`src/verilog/shell_consts.svh`:
```
////////////////////////////////////////////////////////////////////////////
// Shell constants: PLL reset hold length, Wishbone register map, ID word
// and the PS/2 scan codes of the mapped keys
////////////////////////////////////////////////////////////////////////////
`ifndef SHELL_CONSTS_SVH
`define SHELL_CONSTS_SVH

// PLL reset pulse length in clk_sys cycles
`define SHELL_PLL_HOLD_CYCLES 256

// Host register word addresses
`define SHELL_REG_STATUS  2'd0
`define SHELL_REG_CONTROL 2'd1
`define SHELL_REG_ID      2'd2

`define SHELL_ID_VALUE 32'hCA5E_0100

// Scan codes, set 2, make code only
`define SHELL_KEY_UP    8'h75
`define SHELL_KEY_DOWN  8'h72
`define SHELL_KEY_LEFT  8'h6B
`define SHELL_KEY_RIGHT 8'h74
`define SHELL_KEY_CTRL  8'h14
`define SHELL_KEY_ALT   8'h11
`define SHELL_KEY_SPACE 8'h29
`define SHELL_KEY_1     8'h16
`define SHELL_KEY_2     8'h1E
`define SHELL_KEY_5     8'h2E
`define SHELL_KEY_6     8'h36
`define SHELL_KEY_9     8'h46
`define SHELL_KEY_0     8'h45
`define SHELL_KEY_A     8'h1C
`define SHELL_KEY_S     8'h1B
`define SHELL_KEY_Q     8'h15
`define SHELL_KEY_R     8'h2D
`define SHELL_KEY_F     8'h2B
`define SHELL_KEY_D     8'h23
`define SHELL_KEY_G     8'h34
`define SHELL_KEY_P     8'h4D

`endif

```
`src/verilog/config_pkg.sv`:
```
////////////////////////////////////////////////////////////////////////////
// Configuration types: Wishbone bus, decoded menu options, scandoubler
// mode, reset guard state and the video pixel structs
////////////////////////////////////////////////////////////////////////////
`default_nettype none

package config_pkg;

  // Wishbone classic, host to slave
  typedef struct packed {
    logic        cyc;
    logic        stb;
    logic        we;
    logic [1:0]  adr;
    logic [31:0] dat;
    logic [3:0]  sel;
  } wb_req_t;

  typedef struct packed {
    logic        ack;
    logic [31:0] dat;
  } wb_rsp_t;

  // Menu scandoubler setting, status bits 6..4
  typedef enum logic [2:0] {
    fx_none  = 3'd0,
    fx_hq2x  = 3'd1,
    fx_crt25 = 3'd2,
    fx_crt50 = 3'd3,
    fx_crt75 = 3'd4
  } fx_mode_e;

  typedef struct packed {
    logic       wide;
    logic       rotate;
    logic       flip;
    fx_mode_e   fx;
    logic       compat;
    logic       sprite_en;
    logic       layer0_en;
    logic       layer1_en;
    logic       layer2_en;
    logic       row_scroll_en;
    logic       row_select_en;
    logic [3:0] game_index;
    logic [3:0] offset_x;
    logic [3:0] offset_y;
  } core_options_t;

  typedef enum logic {
    guard_locked_ok,
    guard_holding
  } guard_state_e;

  // Core pixel stream
  typedef struct packed {
    logic [7:0] r;
    logic [7:0] g;
    logic [7:0] b;
    logic       hsync;
    logic       vsync;
    logic       hblank;
    logic       vblank;
  } video_pix_t;

  typedef struct packed {
    logic [7:0] r;
    logic [7:0] g;
    logic [7:0] b;
    logic       hsync;
    logic       vsync;
    logic       hblank;
    logic       vblank;
    logic       de;
  } vga_out_t;

endpackage

`default_nettype wire

```
`src/verilog/input_pkg.sv`:
```
////////////////////////////////////////////////////////////////////////////
// Input types: PS/2 key events, joystick words, key state, player controls
////////////////////////////////////////////////////////////////////////////
`default_nettype none

package input_pkg;

  // Host key event, toggle flips on every new event
  typedef struct packed {
    logic       toggle;
    logic       pressed;
    logic       extended;
    logic [7:0] code;
  } ps2_key_t;

  // Joystick word, bit 0 is right
  typedef struct packed {
    logic [20:0] spare;
    logic        service;
    logic        pause;
    logic        coin;
    logic        start;
    logic [2:0]  buttons;
    logic        up;
    logic        down;
    logic        left;
    logic        right;
  } joystick_t;

  typedef struct packed {
    logic       up;
    logic       down;
    logic       left;
    logic       right;
    logic [2:0] buttons;
    logic       start;
    logic       coin;
    logic       pause;
    logic       service;
  } player_ctrl_t;

  typedef struct packed {
    player_ctrl_t p2;
    player_ctrl_t p1;
  } player_pair_t;

  // One held flag per mapped key
  typedef struct packed {
    logic up, down, left, right;
    logic ctrl, alt, space;
    logic k1, k2, k5, k6, k9, k0;
    logic a, s, q, r, f, d, g, p;
  } key_state_t;

endpackage

`default_nettype wire

```
`src/verilog/pll_reset_guard.sv`:
```
////////////////////////////////////////////////////////////////////////////
// PLL lock loss detector with reset hold counter, and core reset sync
////////////////////////////////////////////////////////////////////////////
`timescale 1ns/10ps
`default_nettype none
`include "shell_consts.svh"

module pll_reset_guard (
  input  wire  clk_sys,
  input  wire  RESET,
  input  wire  pll_locked,
  input  wire  soft_reset,
  output logic pll_reset,
  output logic core_reset
);
  import config_pkg::*;

  localparam int CNT_W = $clog2(`SHELL_PLL_HOLD_CYCLES);

  guard_state_e   state;
  logic           old_locked;
  logic [CNT_W-1:0] hold_cnt;
  logic [1:0]     rst_sync;
  logic           core_cause;

  //////////////////////////////////////////////////////////////////////////
  // Lock loss
  //////////////////////////////////////////////////////////////////////////

  always_ff @(posedge clk_sys or posedge RESET) begin
    if (RESET) begin
      old_locked <= 1'b0;
      state      <= guard_locked_ok;
      hold_cnt   <= '0;
    end else begin
      old_locked <= pll_locked;
      if (old_locked && !pll_locked) begin
        // Falling lock restarts the hold, even mid-pulse
        state    <= guard_holding;
        hold_cnt <= CNT_W'(`SHELL_PLL_HOLD_CYCLES - 1);
      end else if (state == guard_holding) begin
        if (hold_cnt == '0)
          state <= guard_locked_ok;
        else
          hold_cnt <= hold_cnt - 1'b1;
      end
    end
  end

  assign pll_reset = (state == guard_holding);

  //////////////////////////////////////////////////////////////////////////
  // Core reset, asserted at once by RESET, released through two flops
  //////////////////////////////////////////////////////////////////////////

  assign core_cause = ~pll_locked | soft_reset;

  always_ff @(posedge clk_sys or posedge RESET) begin
    if (RESET)
      rst_sync <= 2'b11;
    else if (core_cause)
      rst_sync <= 2'b11;
    else
      rst_sync <= {rst_sync[0], 1'b0};
  end

  assign core_reset = rst_sync[1];

endmodule

`default_nettype wire

```
`src/verilog/option_regs.sv`:
```
////////////////////////////////////////////////////////////////////////////
// Wishbone classic slave with status, control and ID registers, and the
// decode of the menu status word into core options
////////////////////////////////////////////////////////////////////////////
`timescale 1ns/10ps
`default_nettype none
`include "shell_consts.svh"

module option_regs (
  input  wire                       clk_sys,
  input  wire                       RESET,
  input  wire config_pkg::wb_req_t  wb,
  output config_pkg::wb_rsp_t       wb_rsp,
  output config_pkg::core_options_t options,
  output logic                      soft_reset
);
  import config_pkg::*;

  logic [31:0] status_q;
  logic [31:0] control_q;
  logic [31:0] rdata_q;
  logic        ack_q;
  logic        access;

  // A held strobe is taken every second cycle
  assign access = wb.cyc & wb.stb & ~ack_q;

  always_ff @(posedge clk_sys or posedge RESET) begin
    if (RESET) begin
      ack_q     <= 1'b0;
      status_q  <= '0;
      control_q <= '0;
    end else begin
      ack_q <= access;
      if (access && wb.we) begin
        for (int i = 0; i < 4; i++) begin
          if (wb.sel[i]) begin
            case (wb.adr)
              `SHELL_REG_STATUS:  status_q[8*i +: 8]  <= wb.dat[8*i +: 8];
              `SHELL_REG_CONTROL: control_q[8*i +: 8] <= wb.dat[8*i +: 8];
              default: ;
            endcase
          end
        end
      end
    end
  end

  // Read data, valid with ack
  always_ff @(posedge clk_sys) begin
    if (access) begin
      case (wb.adr)
        `SHELL_REG_STATUS:  rdata_q <= status_q;
        `SHELL_REG_CONTROL: rdata_q <= control_q;
        `SHELL_REG_ID:      rdata_q <= `SHELL_ID_VALUE;
        default:            rdata_q <= '0;
      endcase
    end
  end

  assign wb_rsp     = '{ack: ack_q, dat: rdata_q};
  assign soft_reset = control_q[0];

  //////////////////////////////////////////////////////////////////////////
  // Menu decode, debug bits are disables
  //////////////////////////////////////////////////////////////////////////

  always_comb begin
    options               = '0;
    options.wide          = status_q[1];
    options.rotate        = status_q[2];
    options.flip          = status_q[3];
    options.fx            = fx_mode_e'(status_q[6:4]);
    options.compat        = status_q[7];
    options.sprite_en     = ~status_q[10];
    options.layer0_en     = ~status_q[11];
    options.layer1_en     = ~status_q[12];
    options.layer2_en     = ~status_q[13];
    options.row_scroll_en = ~status_q[14];
    options.row_select_en = ~status_q[15];
    options.game_index    = status_q[19:16];
    options.offset_x      = status_q[27:24];
    options.offset_y      = status_q[31:28];
  end

endmodule

`default_nettype wire

```
`src/verilog/input_mapper.sv`:
```
////////////////////////////////////////////////////////////////////////////
// PS/2 key latch and merge of keys with joysticks into player controls
////////////////////////////////////////////////////////////////////////////
`timescale 1ns/10ps
`default_nettype none
`include "shell_consts.svh"

module input_mapper (
  input  wire                       clk_sys,
  input  wire                       core_reset,
  input  wire input_pkg::ps2_key_t  ps2_key,
  input  wire input_pkg::joystick_t joystick_0,
  input  wire input_pkg::joystick_t joystick_1,
  output input_pkg::player_pair_t   players
);
  import input_pkg::*;

  key_state_t   keys;
  logic         old_toggle;
  player_ctrl_t p1_keys;
  player_ctrl_t p2_keys;

  function automatic player_ctrl_t joy_ctrl(input joystick_t j);
    return '{up: j.up, down: j.down, left: j.left, right: j.right,
             buttons: j.buttons, start: j.start, coin: j.coin,
             pause: j.pause, service: j.service};
  endfunction

  // Follows the toggle bit at all times, so a release sees no stale event
  always_ff @(posedge clk_sys) begin
    old_toggle <= ps2_key.toggle;
  end

  always_ff @(posedge clk_sys or posedge core_reset) begin
    if (core_reset) begin
      keys <= '0;
    end else if (old_toggle != ps2_key.toggle) begin
      case (ps2_key.code)
        `SHELL_KEY_UP:    keys.up    <= ps2_key.pressed;
        `SHELL_KEY_DOWN:  keys.down  <= ps2_key.pressed;
        `SHELL_KEY_LEFT:  keys.left  <= ps2_key.pressed;
        `SHELL_KEY_RIGHT: keys.right <= ps2_key.pressed;
        `SHELL_KEY_CTRL:  keys.ctrl  <= ps2_key.pressed;
        `SHELL_KEY_ALT:   keys.alt   <= ps2_key.pressed;
        `SHELL_KEY_SPACE: keys.space <= ps2_key.pressed;
        `SHELL_KEY_1:     keys.k1    <= ps2_key.pressed;
        `SHELL_KEY_2:     keys.k2    <= ps2_key.pressed;
        `SHELL_KEY_5:     keys.k5    <= ps2_key.pressed;
        `SHELL_KEY_6:     keys.k6    <= ps2_key.pressed;
        `SHELL_KEY_9:     keys.k9    <= ps2_key.pressed;
        `SHELL_KEY_0:     keys.k0    <= ps2_key.pressed;
        `SHELL_KEY_A:     keys.a     <= ps2_key.pressed;
        `SHELL_KEY_S:     keys.s     <= ps2_key.pressed;
        `SHELL_KEY_Q:     keys.q     <= ps2_key.pressed;
        `SHELL_KEY_R:     keys.r     <= ps2_key.pressed;
        `SHELL_KEY_F:     keys.f     <= ps2_key.pressed;
        `SHELL_KEY_D:     keys.d     <= ps2_key.pressed;
        `SHELL_KEY_G:     keys.g     <= ps2_key.pressed;
        `SHELL_KEY_P:     keys.p     <= ps2_key.pressed;
        default: ;
      endcase
    end
  end

  //////////////////////////////////////////////////////////////////////////
  // Keyboard layout per player
  //////////////////////////////////////////////////////////////////////////

  assign p1_keys = '{up: keys.up, down: keys.down, left: keys.left,
                     right: keys.right,
                     buttons: {keys.space, keys.alt, keys.ctrl},
                     start: keys.k1, coin: keys.k5, pause: keys.p,
                     service: keys.k9};

  // Player 2 has no pause key
  assign p2_keys = '{up: keys.r, down: keys.f, left: keys.d, right: keys.g,
                     buttons: {keys.q, keys.s, keys.a},
                     start: keys.k2, coin: keys.k6, pause: 1'b0,
                     service: keys.k0};

  always_ff @(posedge clk_sys or posedge core_reset) begin
    if (core_reset) begin
      players <= '0;
    end else begin
      players.p1 <= p1_keys | joy_ctrl(joystick_0);
      players.p2 <= p2_keys | joy_ctrl(joystick_1);
    end
  end

endmodule

`default_nettype wire

```
`src/verilog/video_out_ctrl.sv`:
```
////////////////////////////////////////////////////////////////////////////
// VGA output stage: pixel register with DE and blanking, scanline level
// and aspect ratio
////////////////////////////////////////////////////////////////////////////
`timescale 1ns/10ps
`default_nettype none

module video_out_ctrl (
  input  wire                           clk_sys,
  input  wire                           core_reset,
  input  wire                           ce_pix,
  input  wire config_pkg::video_pix_t   video_in,
  input  wire config_pkg::core_options_t options,
  output config_pkg::vga_out_t          vga,
  output logic [1:0]                    vga_sl,
  output logic [12:0]                   video_arx,
  output logic [12:0]                   video_ary
);
  import config_pkg::*;

  logic       de_next;
  logic [2:0] sl_next;

  assign de_next = ~(video_in.hblank | video_in.vblank);

  always_ff @(posedge clk_sys or posedge core_reset) begin
    if (core_reset) begin
      vga <= '0;
    end else if (ce_pix) begin
      // Black outside the active area
      vga.r      <= de_next ? video_in.r : 8'd0;
      vga.g      <= de_next ? video_in.g : 8'd0;
      vga.b      <= de_next ? video_in.b : 8'd0;
      vga.hsync  <= video_in.hsync;
      vga.vsync  <= video_in.vsync;
      vga.hblank <= video_in.hblank;
      vga.vblank <= video_in.vblank;
      vga.de     <= de_next;
    end
  end

  // CRT 25/50/75 map to scanline levels 1..3
  assign sl_next = (options.fx == fx_none) ? 3'd0 : 3'(options.fx) - 3'd1;

  always_ff @(posedge clk_sys) begin
    vga_sl <= sl_next[1:0];
    if (options.wide) begin
      video_arx <= 13'd16;
      video_ary <= 13'd9;
    end else if (options.rotate) begin
      video_arx <= 13'd3;
      video_ary <= 13'd4;
    end else begin
      video_arx <= 13'd4;
      video_ary <= 13'd3;
    end
  end

endmodule

`default_nettype wire

```
`src/verilog/arcade_shell_top.sv`:
```
////////////////////////////////////////////////////////////////////////////
// Arcade board shell top: clock and reset, host I/O, video, controls
////////////////////////////////////////////////////////////////////////////
`timescale 1ns/10ps
`default_nettype none

module arcade_shell_top (
  input  wire                       clk_sys,
  input  wire                       RESET,
  input  wire                       pll_locked,
  input  wire                       ce_pix,
  input  wire config_pkg::wb_req_t  wb,
  input  wire input_pkg::ps2_key_t  ps2_key,
  input  wire input_pkg::joystick_t joystick_0,
  input  wire input_pkg::joystick_t joystick_1,
  input  wire config_pkg::video_pix_t video_in,
  output config_pkg::wb_rsp_t       wb_rsp,
  output logic                      pll_reset,
  output logic                      core_reset,
  output config_pkg::core_options_t options,
  output input_pkg::player_pair_t   players,
  output config_pkg::vga_out_t      vga,
  output logic [1:0]                vga_sl,
  output logic [12:0]               video_arx,
  output logic [12:0]               video_ary
);

  // Control bit 0 from the host
  wire soft_reset;

  //////////////////////////////////////////////////////////////////////////
  // Clock and reset
  //////////////////////////////////////////////////////////////////////////

  pll_reset_guard u_reset_guard (
    .clk_sys    (clk_sys),
    .RESET      (RESET),
    .pll_locked (pll_locked),
    .soft_reset (soft_reset),
    .pll_reset  (pll_reset),
    .core_reset (core_reset)
  );

  //////////////////////////////////////////////////////////////////////////
  // Host I/O
  //////////////////////////////////////////////////////////////////////////

  option_regs u_option_regs (
    .clk_sys    (clk_sys),
    .RESET      (RESET),
    .wb         (wb),
    .wb_rsp     (wb_rsp),
    .options    (options),
    .soft_reset (soft_reset)
  );

  //////////////////////////////////////////////////////////////////////////
  // Video
  //////////////////////////////////////////////////////////////////////////

  video_out_ctrl u_video_out (
    .clk_sys    (clk_sys),
    .core_reset (core_reset),
    .ce_pix     (ce_pix),
    .video_in   (video_in),
    .options    (options),
    .vga        (vga),
    .vga_sl     (vga_sl),
    .video_arx  (video_arx),
    .video_ary  (video_ary)
  );

  //////////////////////////////////////////////////////////////////////////
  // Controls
  //////////////////////////////////////////////////////////////////////////

  input_mapper u_input_mapper (
    .clk_sys    (clk_sys),
    .core_reset (core_reset),
    .ps2_key    (ps2_key),
    .joystick_0 (joystick_0),
    .joystick_1 (joystick_1),
    .players    (players)
  );

endmodule

`default_nettype wire

```
`config.mk`:
```
export PLATFORM = sky130hd
export DESIGN_NAME = arcade_shell_top
export DESIGN_NICKNAME = d
export VERILOG_FILES = /design/src/verilog/config_pkg.sv /design/src/verilog/input_pkg.sv /design/src/verilog/pll_reset_guard.sv /design/src/verilog/option_regs.sv /design/src/verilog/input_mapper.sv /design/src/verilog/video_out_ctrl.sv /design/src/verilog/arcade_shell_top.sv
export VERILOG_INCLUDE_DIRS = /design/src /design/src/verilog
export SDC_FILE = /design/constraint.sdc
export NUM_CORES = 1
export LEC_CHECK = 0
export BUFFER_PORTS_ARGS = -buffer_cell sky130_fd_sc_hd__buf_2
export CORE_MARGIN = 3
export CORE_UTILIZATION = 45
export CTS_CLUSTER_SIZE = 25
export DETAILED_ROUTE_END_ITERATION = 12
export GPL_TIMING_DRIVEN = 0
export PLACE_DENSITY = 0.75
export REMOVE_ABC_BUFFERS = 1
export SYNTH_ARGS = -nofsm -noshare
export SYNTH_HDL_FRONTEND = slang
export SYNTH_SLANG_ARGS = --single-unit
```
`constraint.sdc`:
```
create_clock -name clk_sys -period 2.4 [get_ports clk_sys]
set_input_delay 0.48 -clock clk_sys [delete_from_list [all_inputs] [get_ports clk_sys]]
set_output_delay 0.48 -clock clk_sys [all_outputs]
set_load 0.005 [all_outputs]
```
==> results.tsv, run 1 <==
metric	value	unit
outcome	completed	
clk_latency	0.41	ns
syn_inst	576	
holdCritPathClass	primary input to asynchronous set/reset pin	
dieArea	0.01884	sq mm
postLayoutCoreUtil	56.77	%
synth_cell_types	47	
num_vias	5045	
cellLeakagePower	4.653	nW
layout_common_cells	buf_2 (224), dfrtp_1 (147), mux2_2 (90)	
cts_tree	yes	
synth_edf_count	32	
antenna_left	0	
nFillCells	1408	
slew_headroom	38.23	%
use_met3	6.501	%
detail_route.wl_per_cell	15.88	microns
p_per_area	804.8	mW/mm^2
holdWs	0.09243	ns
timing.rr.end	u_option_regs.control_q[3]	
crit_path_start	wb[36]	
drt-vias-per-instance	5.005	
hold_violations	0	
grt_usage	17.10	%
layout.nets	925	
cap_violations	0	
synth_area_leaders	dfrtp_1 (47%), mux2_2 (13%), edfxtp_1 (12%), buf_4 (4.1%), mux2i_1 (3.1%)	
grt_start_max_net_pins	73	
peakVddDrop	0.0004518	V
coreArea	0.01670	sq mm
dpl-instance-area	0.008874	sq mm
rsz0062_at_grt	false	
worstPathArrival	2.49	ns
numPortBuffers	225	
r2r_cells	3	
synth_flop_cell	dfrtp_1	
grt.busiest_layer	met2	
grt_overflow	0	
areaGrowthSynthToFinish	22.28	%
post-route-cell-area	0.009482	sq mm
grt_pass1_vias	5063	
antenna-diode-count	0	
cp-start-kind	primary input	
rrSetupSlack	0.51	ns
layout.area.seq	0.004832	sq mm
max_freq	455.3	MHz
synth_area	0.007754	sq mm
skew	0.01292	ns
drtIter0Drc	213	
route.detailed.drc	0	
root_buffer	clkbuf_16	
die_y	137.3	microns
tightest_slew	0.9136	ns
worst_setup_path_end_kind	flip-flop	
dp_hpwl	11500	microns
wl	16000	microns
r2r_start	u_option_regs.ack_q	
cts_sinks	188	
cts_buffers	17	
finalCritPeriodShare	91.52	%
mostFrequentLayoutCell	buf_2	
required	2.69	ns
rows	47	
grt_pass1_wl	25380	microns
start_util	46.43	%
synth_top_area_share	47.44	%
die_w	137.3	microns
use_met1	21.62	%
clk_pin_slew_worst_paths	0.07	ns
setup-violations-final	0	
post_cts_buffers	0	
fin_crit	2.196	ns
antenna_found_initial	0	
ys_seq_area_share	62.32	%
clk_path_buf_depth	2	
critPathMaxFanout	34	
avgSynthCellArea	13.46	sq um
synth_top_area_cell	dfrtp_1	
critPathKind	primary input to flip-flop	
multiInputGateArea	0.002537	sq mm
design.portCount	287	
use_met2	27.96	%
h-tree-depth	4	
drtPass1Iterations	4	
async_flop_share	79.26	%
place_congestion	0.7521	
synth-seq-cells	188	
final-max-slew-violation-count	0	
synth_warnings	0	
layout-drive-gt1-share	48.22	%
==> area by class of cell <==
class	count	area share [%]
inverters	14	0.6070
repair buffers	227	12.40
well taps	220	2.903
multi-input cells	327	26.76
clock buffers	22	5.015
clock inverters	10	1.346
flip-flops and latches	188	50.96
==> sequential cells by signal, summed over array words and instances (netlist names), 2 cells and up <==
name,cells
u_option_regs.control_q,32
u_option_regs.rdata_q,32
u_option_regs.status_q,32
u_video_out.vga,29
u_input_mapper.players,22
u_input_mapper.keys,21
u_reset_guard.hold_cnt,8
u_video_out.video_arx,3
u_reset_guard.rst_sync,2
u_video_out.vga_sl,2
==> critical path: stages <==
cell     delay, ns
buf_4         0.43
nor2b_2       0.64
and3_1        0.52
mux2_2        0.39
==> worst max-delay path by stage <==
stage / to
2_1_floorplan: u_option_regs.ack_q
3_3_place_gp: u_option_regs.status_q[14]
3_5_place_dp: u_option_regs.control_q[3]
4_1_cts: u_option_regs.control_q[3]
5_1_grt: u_video_out.vga[25]
6_report: u_option_regs.control_q[3]
==> synth_stat cells, types with 14 or more instances <==
library cell and number:
a22o_1 24, nor2_1 42, nand3_1 17, buf_4 42, dfrtp_1 147, edfxtp_1 32, o21ai_0 14, nand2_1 16
mux2_2 90, or2_2 24, mux2i_1 24
==> stage by stage <==
step	std cells	power (mW)	setup TNS (ns)	setup slack [ns]
3_5_place_dp	976	4.871	-29.82	-0.8225
5_1_grt	1008	8.012	0	0.09404
6_report	1008	7.631	0	0.2035
2_1_floorplan	529	4.383	-3.253	-0.04337
4_1_cts	1008	7.726	0	0.1941
3_3_place_gp	974	4.815	-190.98	-1.151
==> timing repair <==
item                       4_1_cts  5_1_grt
resized for setup                2        0
hold buffers                     0        0
setup endpoints to repair       32        0
==> kinds of logic (layout without fill, tap and decap cells) <==
family	Yosys count	in the layout	share of synthesized area (%)
flip-flops	188	188	62.32
AND/OR/NAND/NOR	146	146	10.57
multiplexers	114	114	16.17
buffers and inverters	78	273	5.987
AO/OA/AOI/OAI	45	45	4.357
adder cells (fa/ha/maj)	2	2	0.3227
XOR/XNOR	2	2	0.2260
other	1	18	0.04836
==> report_power, final <==
| group | internal (mW) | switching, mW |
|---|---|---|
| clock network | 1.65 | 1.19 |
| logic | 0.511 | 0.464 |
| registers | 3.61 | 0.200 |
==> per-layer routing <==
layer | routed length, microns | vias to the layer above
met3 | 1517 | 9
li1 | - | 2380
met2 | 7603 | 195
met1 | 6744 | 2461
met4 | 136 | 0
met5 | 0 | -
(Power assumes the default switching activity.)
==> run 2, diff against run 1 <==
--- a/config.mk
+++ b/config.mk
@@ -7,12 +7,12 @@
 export NUM_CORES = 1
 export LEC_CHECK = 0
 export BUFFER_PORTS_ARGS = -buffer_cell sky130_fd_sc_hd__buf_2
-export CORE_MARGIN = 3
-export CORE_UTILIZATION = 45
+export CORE_UTILIZATION = 53
 export CTS_CLUSTER_SIZE = 25
 export DETAILED_ROUTE_END_ITERATION = 12
+export GPL_ROUTABILITY_DRIVEN = 1
 export GPL_TIMING_DRIVEN = 0
-export PLACE_DENSITY = 0.75
+export PLACE_DENSITY = 0.83
 export REMOVE_ABC_BUFFERS = 1
 export SYNTH_ARGS = -nofsm -noshare
 export SYNTH_HDL_FRONTEND = slang
==> constraint.sdc (replaced) <==
create_clock -name clk_sys -period 2.7 [get_ports clk_sys]
set_input_delay 0.54 -clock clk_sys [delete_from_list [all_inputs] [get_ports clk_sys]]
set_output_delay 0.54 -clock clk_sys [all_outputs]
set_load 0.005 [all_outputs]
==> results.tsv, run 2 (synthesis gave the netlist of run 1 again) <==
metric	value	unit	change
outcome	completed		unchanged
cts_sinks	188		unchanged
final-max-slew-violation-count	0		unchanged
hold_violations	0		unchanged
grt_overflow	0		unchanged
dp_hpwl	11490	microns	was 11500 microns
skew	0.007243	ns	was 0.01292 ns
clk_pin_slew_worst_paths	0.06	ns	was 0.07 ns
cap_violations	0		unchanged
num_vias	5186		was 5045
rows	43		was 47
r2r_start	u_option_regs.ack_q		unchanged
layout.nets	925		unchanged
nFillCells	1023		was 1408
required	3.00	ns	was 2.69 ns
p_per_area	733.0	mW/mm^2	was 804.8 mW/mm^2
grt_pass1_vias	5299		was 5063
fin_crit	2.609	ns	
numPortBuffers	225		unchanged
layout-drive-gt1-share	48.35	%	was 48.22%
holdWs	0.1046	ns	was 0.09243 ns
tns	0	ns	unchanged
slew_headroom	33.13	%	was 38.23%
setup-violations-final	0		unchanged
wl	16490	microns	was 16000 microns
layout_common_cells	buf_2 (225), dfrtp_1 (147), mux2_2 (90)		was buf_2 (224), dfrtp_1 (147), mux2_2 (90)
tightest_slew	0.9892	ns	was 0.9136 ns
route.detailed.drc	0		unchanged
max_freq	383.4	MHz	
die_w	123.0	microns	was 137.3 microns
cellLeakagePower	4.681	nW	was 4.653 nW
root_buffer	clkbuf_16		unchanged
worstPathArrival	2.91	ns	was 2.49 ns
rsz0062_at_grt	false		unchanged
max_stage_delay	0.69	ns	was 0.64 ns
clk_path_buf_depth	2		unchanged
design_power_total	6.942	mW	was 7.631 mW
critPathMaxFanout	34		unchanged
worst_setup_path_end_kind	flip-flop		unchanged
cp_cell_sequence	buf_2, nor2b_2, and3_1, mux2_2		was buf_4, nor2b_2, and3_1, mux2_2
place_congestion	0.8136		was 0.7521
die_y	123.0	microns	was 137.3 microns
crit_family	simple AND/OR/NAND/NOR gates		unchanged
mostFrequentLayoutCell	buf_2		unchanged
antenna_found_initial	1		was 0
cts_buffers	17		unchanged
detail_route.wl_per_cell	17.02	microns	was 15.88 microns
areaGrowthSynthToFinish	22.14	%	was 22.28%
cts_tree	yes		unchanged
crit_buf_inv	1		unchanged
grt_start_max_net_pins	73		unchanged
finalCritPeriodShare	96.61	%	
crit_slowest_cell	buf_2		was nor2b_2
design.portCount	287		unchanged
start_util	55.01	%	was 46.43%
crit_path_start	wb[36]		unchanged
drt-vias-per-instance	5.352		was 5.005
dieArea	0.01512	sq mm	was 0.01884 sq mm
top_regs	u_option_regs.control_q: 32 flops, u_option_regs.rdata_q: 32 flops, u_option_regs.status_q: 32 flops		unchanged
critPathKind	primary input to flip-flop		unchanged
holdCritPathClass	primary input to asynchronous set/reset pin		unchanged
coreArea	0.01410	sq mm	was 0.01670 sq mm
cp-start-kind	primary input		unchanged
antenna_left	0		unchanged
grt_usage	22.54	%	was 17.10%
drtPass1Iterations	5		was 4
h-tree-depth	4		unchanged
peakVddDrop	0.0003727	V	was 0.0004518 V
grt_pass1_wl	25670	microns	was 25380 microns
drtIter0Drc	322		was 213
clk_latency	0.42	ns	was 0.41 ns
==> run 2: changes by cell type in the layout (fill, tap and decap cells not counted), sizes merged <==
cell      delta
inv          -4
bufinv       +1
clkinv       +4
diode        +1
clkinvlp     -2
clkbuf       +1
==> run 2: per-layer routing <==
metal / GRT usage, % / vias to the layer above / share of wire (%)
li1: - / 2373 / -
met2: 39.01 / 225 / 52
met3: 7.426 / 13 / 8.5
met1: 26.62 / 2575 / 39
met4: 6.707 / 0 / 0.69
met5: 0 / - / 0
==> run 2: path summary, 6_finish.rpt <==
| path | end | cells after the start | slack, ns |
|---|---|---|---|
| hold / removal | u_option_regs.control_q[3] | 2 | 0.10 |
| setup / recovery | u_option_regs.control_q[3] | 4 | 0.09 |
| max in group asynchronous | u_video_out.vga[12] | 1 | 1.69 |
| hold reg to reg | u_input_mapper.keys[20] | 1 | 0.43 |
| setup reg to reg | u_option_regs.status_q[6] | 3 | 0.81 |
| min in group clk_sys | u_input_mapper.players[12] | 1 | 0.22 |
==> run 2: cell type report <==
class / instances / area (sq um) / area share (%)
Multi-Input combinational cell: 327 / 2537 / 26.79
Clock inverter: 9 / 131.4 / 1.387
Sequential cell: 188 / 4832 / 51.02
Clock buffer: 23 / 510.5 / 5.390
Antenna cell: 1 / 2.502 / 0.02642
Inverter: 14 / 57.56 / 0.6077
Tap cell: 180 / 225.2 / 2.378
Timing Repair Buffer: 227 / 1174 / 12.39
==> run 2: worst reg2reg max path, stage by stage, from the launching register on <==
cell and delay [ns]:
dfrtp_1 0.41, and4b_1 0.39, nand3_1 0.51, mux2_2 0.46
==> run 2: repair_timing <==
| action | 4_1_cts | 5_1_grt |
|---|---|---|
| resized for setup | 1 | 0 |
| hold buffers | 0 | 0 |
| endpoints found under the setup margin | 32 | 0 |
| endpoints found under the hold margin | 0 | 0 |
| buffers inserted | 0 | 0 |
==> run 2: where the power goes <==
| part | internal (mW) | switching, mW | leakage [nW] | total, mW |
|---|---|---|---|---|
| sequential | 3.21 | 0.192 | 2.27 | 3.41 |
| combinational | 0.456 | 0.426 | 2.09 | 0.882 |
| clock | 1.62 | 1.03 | 0.318 | 2.65 |
| total | 5.29 | 1.65 | 4.68 | 6.94 |
==> run 2: per-stage QoR <==
step                      setup slack [ns]  instances  util [%]  cell area, sq um
final                              0.09142        969     67.18              9470
after global routing               0.03074        969     67.18              9470
after CTS                           0.1119        968     67.12              9462
after detailed placement           -0.6391        936     62.55              8817
after global placement             -0.6423        934     62.13              8757
after floorplan                     0.1966        529         -              7406
==> run 3, diff against run 2 <==
--- a/config.mk
+++ b/config.mk
@@ -6,13 +6,14 @@
 export SDC_FILE = /design/constraint.sdc
 export NUM_CORES = 1
 export LEC_CHECK = 0
+export ABC_AREA = 1
 export BUFFER_PORTS_ARGS = -buffer_cell sky130_fd_sc_hd__buf_2
-export CORE_UTILIZATION = 53
+export CORE_UTILIZATION = 54
 export CTS_CLUSTER_SIZE = 25
 export DETAILED_ROUTE_END_ITERATION = 12
 export GPL_ROUTABILITY_DRIVEN = 1
 export GPL_TIMING_DRIVEN = 0
-export PLACE_DENSITY = 0.83
+export PLACE_DENSITY = 0.84
 export REMOVE_ABC_BUFFERS = 1
 export SYNTH_ARGS = -nofsm -noshare
 export SYNTH_HDL_FRONTEND = slang
==> results.tsv, run 3 <==
metric	value	unit	change
clk_path_buf_depth	2		unchanged
rrSetupSlack	0.55	ns	was 0.81 ns
start_util	56.26	%	was 55.01%
peakVddDrop	0.0005104	V	was 0.0003727 V
place_ws	-0.09434	ns	was -0.6391 ns
crit_path_start	u_option_regs.ack_q		was wb[36]
critPathMaxFanout	17		was 34
cts_sinks	188		unchanged
holdCritPathClass	primary input to flip-flop		was primary input to asynchronous set/reset pin
crit_slowest_cell	nor2_4		was buf_2
rows	43		unchanged
detail_route.wl_per_cell	14.70	microns	was 17.02 microns
layout-drive-gt1-share	32.17	%	was 48.35%
num_vias	5979		was 5186
dr_wl_met2	8788	microns	was 8520 microns
max_stage_delay	0.56	ns	was 0.69 ns
r2r_start	u_option_regs.ack_q		unchanged
setup-violations-final	0		unchanged
synth_edf_count	32		unchanged
design_power_total	7.054	mW	was 6.942 mW
layout_common_cells	buf_2 (225), nand2_1 (187), dfrtp_1 (147)		was buf_2 (225), dfrtp_1 (147), mux2_2 (90)
synth_warnings	0		unchanged
dr_wl_met3	954	microns	was 1394 microns
final-max-slew-violation-count	0		unchanged
timing.rr.end	u_option_regs.status_q[25]		was u_option_regs.status_q[6]
ys_seq_area_share	60.93	%	was 62.32%
synth_top_area_share	46.39	%	was 47.44%
required	2.97	ns	was 3.00 ns
clk_pin_slew_worst_paths	0.07	ns	was 0.06 ns
drtIter0Drc	441		was 322
drt-vias-per-instance	5.050		was 5.352
ctsResizeCount	0		was 1
grt_pass1_wl	26790	microns	was 25670 microns
tns	0	ns	unchanged
antenna_found_initial	3		was 1
layout.area.seq	0.004832	sq mm	unchanged
die_y	123.2	microns	was 123.0 microns
critPathKind	flip-flop to flip-flop		was primary input to flip-flop
layout.nets	1138		was 925
nFillCells	1078		was 1023
rsz0062_at_grt	false		unchanged
outcome	completed		unchanged
root_buffer	clkbuf_16		unchanged
synth.most_common_cell	nand2_1		was dfrtp_1
worst_slack	0.5450	ns	was 0.09142 ns
cellLeakagePower	4.853	nW	was 4.681 nW
hold_depth	1		
synth_flop_cell	dfrtp_1		unchanged
die_w	123.2	microns	was 123.0 microns
antenna_left	0		unchanged
grt_start_max_net_pins	73		unchanged
drtPass1Iterations	5		unchanged
slew_headroom	35.86	%	was 33.13%
synth_area	0.007930	sq mm	was 0.007754 sq mm
dp_hpwl	11810	microns	was 11490 microns
tightest_slew	0.9587	ns	was 0.9892 ns
min-delay-start	joystick_1[9]		
wl_met1	7189	microns	was 6460 microns
synth_area_leaders	dfrtp_1 (46%), edfxtp_1 (12%), nand2_1 (8.9%), o21ai_0 (4.6%), inv_1 (4.4%)		was dfrtp_1 (47%), mux2_2 (13%), edfxtp_1 (12%), buf_4 (4.1%), mux2i_1 (3.1%)
max_freq	464.0	MHz	was 383.4 MHz
multiInputGateArea	0.002333	sq mm	was 0.002537 sq mm
finalCritPeriodShare	79.81	%	was 96.61%
dp_cells	1147		was 936
worst_setup_path_end_kind	flip-flop		unchanged
synth_top_area_cell	dfrtp_1		unchanged
areaGrowthSynthToFinish	20.23	%	was 22.14%
synth-seq-cells	188		unchanged
synthTopCellsByCount	nand2_1 (187), dfrtp_1 (147), inv_1 (93)		was dfrtp_1 (147), mux2_2 (90), buf_4 (42), nor2_1 (42), edfxtp_1 (32)
clk_latency	0.42	ns	about the same
syn_inst	792		was 576
grt_overflow	0		unchanged
stdcell_count	1184		was 969
highest_layer	met4		unchanged
grt_pass1_vias	5547		was 5299
design.portCount	287		unchanged
cts_buffers	17		unchanged
skew	0.006828	ns	was 0.007243 ns
dieArea	0.01517	sq mm	was 0.01512 sq mm
grt_usage	23.32	%	was 22.54%
place_congestion	0.8260		was 0.8136
cp-start-kind	flip-flop		was primary input
hold_violations	0		unchanged
cap_violations	0		unchanged
numPortBuffers	225		unchanged
mostFrequentLayoutCell	buf_2		unchanged
route.detailed.drc	0		unchanged
coreArea	0.01410	sq mm	unchanged
r2r_cells	4		was 3
wl	17400	microns	was 16490 microns
fin_crit	2.155	ns	was 2.609 ns
avgSynthCellArea	10.01	sq um	was 13.46 sq um
top_regs	u_option_regs.control_q: 32 flops, u_option_regs.rdata_q: 32 flops, u_option_regs.status_q: 32 flops		unchanged
async_flop_share	79.26	%	unchanged
p_per_area	739.9	mW/mm^2	was 733.0 mW/mm^2
worstPathArrival	2.42	ns	was 2.91 ns
h-tree-depth	4		unchanged
cts_tree	yes		unchanged
cp_cell_sequence	nor2_4, nand2_8, nor3_4, o21ai_0		was buf_2, nor2b_2, and3_1, mux2_2
synth_cell_types	32		was 47
hold_end	u_input_mapper.players[12]		
[run 3: changes by cell type after synthesis, sizes merged, moves of 22 or more]
cell,before,now
o22ai,0,22
mux2,90,0
mux2i,24,0
a22o,24,0
o21ai,14,93
inv,13,95
nand3,17,55
nand2,16,193
[run 3: worst max path at each step]
| stage | to | cells after the start |
|---|---|---|
| final | u_option_regs.status_q[25] | 4 |
| after global routing | u_option_regs.control_q[20] | 4 |
| after CTS | u_option_regs.control_q[20] | 4 |
| after detailed placement | u_option_regs.control_q[20] | 6 |
| after global placement | u_option_regs.status_q[29] | 2 |
| after floorplan | u_option_regs.ack_q | 1 |
[run 3: cell type report]
| class | instances | share of cell area, % |
|---|---|---|
| Clock buffer | 20 | 4.580 |
| Sequential cell | 188 | 50.68 |
| Multi-Input combinational cell | 458 | 24.48 |
| Tap cell | 180 | 2.362 |
| Antenna cell | 3 | 0.07874 |
| Timing Repair Buffer | 227 | 12.20 |
| Inverter | 96 | 3.832 |
| Clock inverter | 12 | 1.785 |
[run 3: metal layers]
metal,vias to the layer above,global-route usage (%)
met5,-,0
met4,0,11.07
met3,36,5.627
met2,188,39.28
met1,2853,28.22
li1,2902,-
[run 3: kinds of logic after synthesis]
group	share of synthesized area, %
xor+xnor	0.1105
fa+ha+maj	0.3155
simple gates	18.25
flops	60.93
buf+inv	10.56
other cells	0.04729
compound gates	9.782
[run 3: worst max-delay path, delay by kind of cell, from the launching register on]
kind | cells | cell delay (ns)
flip-flops | 1 | 0.46
AO/OA/AOI/OAI | 1 | 0.21
AND/OR/NAND/NOR | 3 | 1.32
[run 3: metrics by stage]
stage	util (%)	cell area (sq um)	hold WS [ns]
after global placement	62.92	8869	0.4409
after global routing	67.62	9532	0.2070
after CTS	67.54	9520	0.2097
after floorplan	-	7517	0.4280
final	67.64	9534	0.2292
after detailed placement	63.16	8904	0.4394
[run 3: what timing repair did]
action,in CTS,in global routing
endpoints found under the hold margin,6,0
hold buffers,1,0
setup buffers,0,0
setup endpoints to repair,0,2
[run 3: where the power goes]
part	switching [mW]	internal [mW]
combinational	0.616	0.432
sequential	0.154	3.28
clock	1.03	1.54
